`src/hdl/bpu_pkg.sv`:
```
package bpu_pkg;

    // Instruction address, byte granular
    typedef logic [31:0] addr_t;

    // Fall-through step of a fixed-width 32-bit instruction
    localparam addr_t INSTR_BYTES = 32'd4;

    // Counter states in increasing confidence of taken
    // MSB is the taken prediction
    typedef enum logic [1:0] {
        STRONG_NT = 2'b00,
        WEAK_NT   = 2'b01,
        WEAK_T    = 2'b10,
        STRONG_T  = 2'b11
    } ctr_state_e;

    // Fetch-side lookup request
    typedef struct packed {
        logic  valid;
        addr_t pc;
    } lookup_req_t;

    // Resolved branch from the execute stage
    typedef struct packed {
        logic  valid;
        addr_t pc;
        logic  taken;     // Actual outcome
        addr_t target;    // Actual target, used only when taken
    } update_t;

    // Answer to a lookup, one cycle after the request
    typedef struct packed {
        logic  valid;
        logic  taken;
        logic  hit;       // BTB knew the PC
        addr_t next_pc;
    } prediction_t;

endpackage

```
`src/hdl/btb.sv`:
```
`timescale 1ns/10ps

module btb #(
    parameter int BTB_INDEX_BITS = 4
) (
    input  logic                 clk,
    input  logic                 reset,
    input  bpu_pkg::lookup_req_t lookup,
    input  bpu_pkg::update_t     update,
    output logic                 hit,
    output bpu_pkg::addr_t       target
);

    localparam int ENTRIES  = 1 << BTB_INDEX_BITS;
    localparam int TAG_BITS = 30 - BTB_INDEX_BITS;  // PC bits above index, 1:0 dropped
    localparam int TAG_LSB  = BTB_INDEX_BITS + 2;

    typedef logic [BTB_INDEX_BITS-1:0] index_t;
    typedef logic [TAG_BITS-1:0]       tag_t;

    // Direct-mapped storage
    logic           valid_mem [ENTRIES];
    tag_t           tag_mem   [ENTRIES];
    bpu_pkg::addr_t target_mem[ENTRIES];

    index_t rd_index;
    tag_t   rd_tag;
    logic   rd_match;

    index_t wr_index;
    tag_t   wr_tag;
    logic   wr_en;

    assign rd_index = lookup.pc[TAG_LSB-1:2];
    assign rd_tag   = lookup.pc[31:TAG_LSB];

    assign wr_index = update.pc[TAG_LSB-1:2];
    assign wr_tag   = update.pc[31:TAG_LSB];
    assign wr_en    = update.valid && update.taken;  // Only taken branches allocate

    // Entry valid and tag equal; sees contents from before this edge's write
    assign rd_match = valid_mem[rd_index] && (tag_mem[rd_index] == rd_tag);

    // Valid bits
    always_ff @(posedge clk) begin
        if (reset) begin
            for (int i = 0; i < ENTRIES; i++) begin
                valid_mem[i] <= 1'b0;
            end
        end else if (wr_en) begin
            valid_mem[wr_index] <= 1'b1;
        end
    end

    // Tag and target, overwrite whatever sat in the slot
    always_ff @(posedge clk) begin
        if (wr_en) begin
            tag_mem[wr_index]    <= wr_tag;
            target_mem[wr_index] <= update.target;
        end
    end

    // Read result register
    always_ff @(posedge clk) begin
        if (reset) begin
            hit <= 1'b0;
        end else if (lookup.valid) begin
            hit <= rd_match;
        end
    end

    always_ff @(posedge clk) begin
        if (lookup.valid) begin
            target <= target_mem[rd_index];
        end
    end

endmodule

```
`src/hdl/bht.sv`:
```
`timescale 1ns/10ps

module bht #(
    parameter int BHT_INDEX_BITS = 6
) (
    input  logic                 clk,
    input  logic                 reset,
    input  bpu_pkg::lookup_req_t lookup,
    input  bpu_pkg::update_t     update,
    output bpu_pkg::ctr_state_e  counter
);

    localparam int ENTRIES = 1 << BHT_INDEX_BITS;

    typedef logic [BHT_INDEX_BITS-1:0] index_t;

    bpu_pkg::ctr_state_e ctr_mem[ENTRIES];

    index_t rd_index;
    index_t wr_index;

    assign rd_index = lookup.pc[BHT_INDEX_BITS+1:2];
    assign wr_index = update.pc[BHT_INDEX_BITS+1:2];

    // One step toward the outcome, saturating at both ends
    function automatic bpu_pkg::ctr_state_e next_state(
        input bpu_pkg::ctr_state_e cur,
        input logic                taken
    );
        bpu_pkg::ctr_state_e nxt;
        nxt = cur;
        case (cur)
            bpu_pkg::STRONG_NT: begin
                if (taken) begin
                    nxt = bpu_pkg::WEAK_NT;
                end else begin
                    nxt = bpu_pkg::STRONG_NT;
                end
            end
            bpu_pkg::WEAK_NT: begin
                if (taken) begin
                    nxt = bpu_pkg::WEAK_T;
                end else begin
                    nxt = bpu_pkg::STRONG_NT;
                end
            end
            bpu_pkg::WEAK_T: begin
                if (taken) begin
                    nxt = bpu_pkg::STRONG_T;
                end else begin
                    nxt = bpu_pkg::WEAK_NT;
                end
            end
            bpu_pkg::STRONG_T: begin
                if (taken) begin
                    nxt = bpu_pkg::STRONG_T;  // Saturate
                end else begin
                    nxt = bpu_pkg::WEAK_T;
                end
            end
            default: nxt = bpu_pkg::STRONG_NT;
        endcase
        return nxt;
    endfunction

    // Counter table
    always_ff @(posedge clk) begin
        if (reset) begin
            for (int i = 0; i < ENTRIES; i++) begin
                ctr_mem[i] <= bpu_pkg::STRONG_NT;
            end
        end else if (update.valid) begin
            ctr_mem[wr_index] <= next_state(ctr_mem[wr_index], update.taken);
        end
    end

    // Registered read, old value on a same-edge update
    always_ff @(posedge clk) begin
        if (reset) begin
            counter <= bpu_pkg::STRONG_NT;
        end else if (lookup.valid) begin
            counter <= ctr_mem[rd_index];
        end
    end

endmodule

```
`src/hdl/bpu.sv`:
```
`timescale 1ns/10ps

module bpu #(
    parameter int BHT_INDEX_BITS = 6,
    parameter int BTB_INDEX_BITS = 4
) (
    input  logic                 clk,
    input  logic                 reset,
    input  bpu_pkg::lookup_req_t lookup,
    input  bpu_pkg::update_t     update,
    output bpu_pkg::prediction_t prediction
);

    // Request being answered this cycle
    logic           req_valid_q;
    bpu_pkg::addr_t req_pc_q;
    bpu_pkg::addr_t fall_through;

    // Table outputs, aligned with the request registers
    logic                btb_hit;
    bpu_pkg::addr_t      btb_target;
    bpu_pkg::ctr_state_e bht_counter;

    logic predict_taken;

    btb #(
        .BTB_INDEX_BITS(BTB_INDEX_BITS)
    ) btb_inst (
        .clk   (clk),
        .reset (reset),
        .lookup(lookup),
        .update(update),
        .hit   (btb_hit),
        .target(btb_target)
    );

    bht #(
        .BHT_INDEX_BITS(BHT_INDEX_BITS)
    ) bht_inst (
        .clk    (clk),
        .reset  (reset),
        .lookup (lookup),
        .update (update),
        .counter(bht_counter)
    );

    always_ff @(posedge clk) begin
        if (reset) begin
            req_valid_q <= 1'b0;
        end else begin
            req_valid_q <= lookup.valid;  // One-cycle strobe
        end
    end

    always_ff @(posedge clk) begin
        if (lookup.valid) begin
            req_pc_q <= lookup.pc;
        end
    end

    assign fall_through = req_pc_q + bpu_pkg::INSTR_BYTES;

    // Counter alone cannot redirect without a known target
    assign predict_taken = btb_hit && bht_counter[1];

    always_comb begin
        prediction.valid = req_valid_q;
        prediction.hit   = btb_hit;
        prediction.taken = predict_taken;
        if (predict_taken) begin
            prediction.next_pc = btb_target;
        end else begin
            prediction.next_pc = fall_through;
        end
    end

endmodule

```
`config.mk`:
```
export PLATFORM = sky130hd
export DESIGN_NAME = bpu
export DESIGN_NICKNAME = d
export VERILOG_FILES = /design/src/hdl/bpu_pkg.sv /design/src/hdl/btb.sv /design/src/hdl/bht.sv /design/src/hdl/bpu.sv
export SDC_FILE = /design/constraint.sdc
export NUM_CORES = 1
export LEC_CHECK = 0
export CORE_MARGIN = 4
export CORE_UTILIZATION = 40
export CTS_CLUSTER_SIZE = 28
export DETAILED_ROUTE_END_ITERATION = 8
export DONT_BUFFER_PORTS = 1
export PLACE_DENSITY = 0.61
export RECOVER_POWER = 100
export SLEW_MARGIN = 20
export SYNTH_ARGS = -nofsm -noshare
export SYNTH_HDL_FRONTEND = slang
export SYNTH_SLANG_ARGS = --single-unit
```
`constraint.sdc`:
```
create_clock -name clk -period 8.25 [get_ports clk]
set_input_delay 1.2375 -clock clk [delete_from_list [all_inputs] [get_ports clk]]
set_output_delay 1.2375 -clock clk [all_outputs]
set_load 0.03 [all_outputs]
```
==> flow_summary.ini <==
[timing]
setup-violations-final = 0
fmaxAchievable_mhz = 154
slew_headroom_pct = -210
finalWorstSetupSlack_ns = 1.78
hold_slack_ns = 0.469
tightest_slew_ns = 4.64
setup-tns-final_ns = 0
rsz0062_at_grt = no
skew_ns = 0.0529
finalCritPeriodShare_pct = 78.5
drv_slew = 937
finalHoldViolCount = 0
min_period_ns = 6.47

[global_routing]
grt_pass1_wl_mm = 164
grtUsageTotal_pct = 18.7
grt_pass1_vias = 23700
antenna_found_initial = 6
grt_start_max_net_pins = 252
gr-total-overflow = 0

[flow_run]
maxCapViolations = 31

[setup_path]
crit_required_ns = 8.47
crit_chain = nor2_1 -> nand3_1 -> nor2_1 -> clkbuf_1 -> clkbuf_1
r2r-end = bht_inst.ctr_mem[35][0]
cp-end-kind = register
path_max_fanout = 43
reg2reg_depth = 7
critPathSlowestCell = clkbuf_1
r2r_setup_slack_ns = 3.59
r2r_start = bht_inst.ctr_mem[22][1]
worstPathArrival_ns = 6.70
cp-start-kind = input port
critPathMaxStageDelay_ns = 2.62
crit_type = in2reg

[cts]
cts_buffers = 115
tritoncts = built
cts_resized = 0
postCtsSetupRepairBufs = 0
path_clk_slew_ns = 0.06
postCtsHoldBufs = 0
cts_sinks = 1139
max-clock-path-buffers = 3
clock_latency_ns = 0.71
clockRootBuffer = clkbuf_16
h-tree-depth = 3

[min_path]
hold_depth = 2
hold_end = btb_inst.valid_mem[15]
min_from = btb_inst.valid_mem[15]
hold_path.class = reg2reg

[logic_synthesis]
ys_async_sr_fraction_pct = 0
synth_edf_count = 1120
synth_nets = 2414
synthDistinctLibCells = 62
yosysWarningCount = 0
syn_area_um2 = 46100
yosys_register_bits = 1139
ys.flop_type = edfxtp_1
avgSynthCellArea_um2 = 20.0
syn_inst = 2312
synth.yosys.seq_area_share_pct = 73.7

[final_layout]
fillCellCount = 9543
final_cell_mix = edfxtp_1 (1120), mux4_2 (313), nor2_1 (155), clkbuf_16 (115), nand2_1 (107)
fin_nets = 2445
layout-drive-gt1-share_pct = 20.5
seq_area_um2 = 34000
area_growth_pct = 11.5
final_common_cell = edfxtp_1
multi_input_area_um2 = 11400
final_util_pct = 45.0

[die]
start_util_pct = 40.3
core_um2 = 114000
die-area_um2 = 121000
ios = 136
die_y_um = 348
die_w_um = 348
std_cell_rows = 124

[routing]
viasPerCell = 5.75
post_drt_wl_per_cell_um = 28.8
drt_first_pass_iters = 5
drt_iter0_markers = 2595
num_vias = 22700
remaining_drc_errors = 0
antenna_left = 0
wirelength_mm = 114

[place]
gp_congestion = 0.816
hpwl_mm = 63.1
port_buffers = 0
dp_slack_ns = 3.88

[pwr]
comb_power_share_pct = 4.2
power_leakage_nw = 15.9
p_clk_share_pct = 43.0
p_int_mw = 9.81
p_switching_mw = 2.51
swShare_pct = 20.4
vdd.ir_drop.worst_v = 0.000174
seqPwrFrac_pct = 52.8
power_density_nw_per_um2 = 240

[status]
status = finished with violations
violations = capacitance limit, slew limit
state kept, by name, summed over array words and instances (netlist names):
signal	flops
btb_inst.target_mem	512
bht_inst.counter	1
btb_inst.tag_mem	416
bht_inst.ctr_mem	128
req_valid_q	1
req_pc_q	32
btb_inst.valid_mem	16
btb_inst.hit	1
btb_inst.target	32
layout make-up:
cell class / instances / area share, %
tap: 1512 / 3.68
clock inverter: 76 / 1.72
clock buffer: 139 / 5.81
antenna: 4 / 0.0195
timing repair buffer: 51 / 0.409
multi-input combinational: 1022 / 22.1
sequential: 1139 / 66.1
inverter: 14 / 0.105
logic make-up (layout without fill, tap and decap cells):
| kind of cell | after synthesis | after routing | share of synthesized area (%) |
|---|---|---|---|
| other cells | 0 | 4 | 0 |
| simple gates | 445 | 445 | 4.58 |
| fa+ha+maj | 3 | 3 | 0.0732 |
| compound gates | 136 | 136 | 1.99 |
| flops | 1139 | 1139 | 73.7 |
| xor+xnor | 53 | 53 | 1.01 |
| buf+inv | 151 | 280 | 1.59 |
| mux | 385 | 385 | 17.0 |
stage by stage:
step,cell area (um^2),instances,total power [mW]
2_1_floorplan,46100,2312,7.10
3_3_place_gp,47800,3737,7.14
3_5_place_dp,47800,3737,7.15
4_1_cts,51700,3952,12.4
5_1_grt,51400,3953,12.7
6_report,51400,3957,12.3
worst max-delay path by stage:
stage	from	to	slack (ns)	cells past startpoint
finish	update[35]	btb_inst.target_mem[4][10]	1.78	5
global route	update[35]	btb_inst.target_mem[4][9]	1.52	5
CTS	req_pc_q[2]	prediction[30]	3.10	9
detailed placement	req_pc_q[2]	prediction[30]	3.88	9
global placement	req_pc_q[4]	prediction[31]	3.97	9
floorplan	update[36]	btb_inst.tag_mem[2][0]	1.23	6
cells in the mapped netlist (3+ instances only):
cell | instances | share of area [%]
edfxtp_1 | 1120 | 73
mux4_2 | 313 | 15
nor2_1 | 161 | 1.3
nand2_1 | 107 | 0.87
mux2i_1 | 62 | 1.3
nand2b_1 | 51 | 0.69
buf_2 | 49 | 0.53
clkbuf_1 | 49 | 0.40
o21ai_0 | 43 | 0.47
nor3_1 | 38 | 0.41
xor2_1 | 38 | 0.72
nand3_1 | 26 | 0.28
a22oi_1 | 21 | 0.34
o21bai_1 | 20 | 0.33
dfxtp_1 | 19 | 0.82
buf_4 | 18 | 0.29
buf_1 | 16 | 0.13
nor3_2 | 15 | 0.33
xnor2_1 | 15 | 0.28
nor2b_1 | 13 | 0.18
inv_1 | 12 | 0.098
a21oi_1 | 7 | 0.076
nand4_1 | 7 | 0.095
and3_1 | 6 | 0.081
buf_6 | 5 | 0.12
mux2_2 | 5 | 0.12
mux4_1 | 5 | 0.28
o211ai_1 | 5 | 0.081
o22ai_1 | 5 | 0.068
or3_1 | 5 | 0.068
a211oi_1 | 4 | 0.065
o221ai_1 | 4 | 0.076
a221oi_1 | 3 | 0.057
a31oi_1 | 3 | 0.041
nor3b_1 | 3 | 0.049
o21ai_1 | 3 | 0.033
critical path: cells and delay by family:
kind	cells	cell delay, ns
AND/OR/NAND/NOR	3	1.80
buffers and inverters	2	3.59
power groups by stage:
| stage | clock network (mW) | logic, mW | registers (mW) |
|---|---|---|---|
| 4_1_cts | 5.41 | 0.527 | 6.51 |
| 3_3_place_gp | 0 | 0.518 | 6.62 |
| 5_1_grt | 5.66 | 0.539 | 6.52 |
| 6_report | 5.30 | 0.513 | 6.51 |
| 2_1_floorplan | 0 | 0.481 | 6.62 |
| 3_5_place_dp | 0 | 0.524 | 6.63 |
layer usage:
metal,track usage [%],up-vias,wire length (um),part of all wire [%]
li1,-,9530,-,-
met1,24.9,12100,45200,40
met2,29.9,913,54300,48
met3,5.87,176,11600,10
met4,5.34,4,2880,2.5
met5,0,-,32,0.028
(Power assumes the default switching activity.)
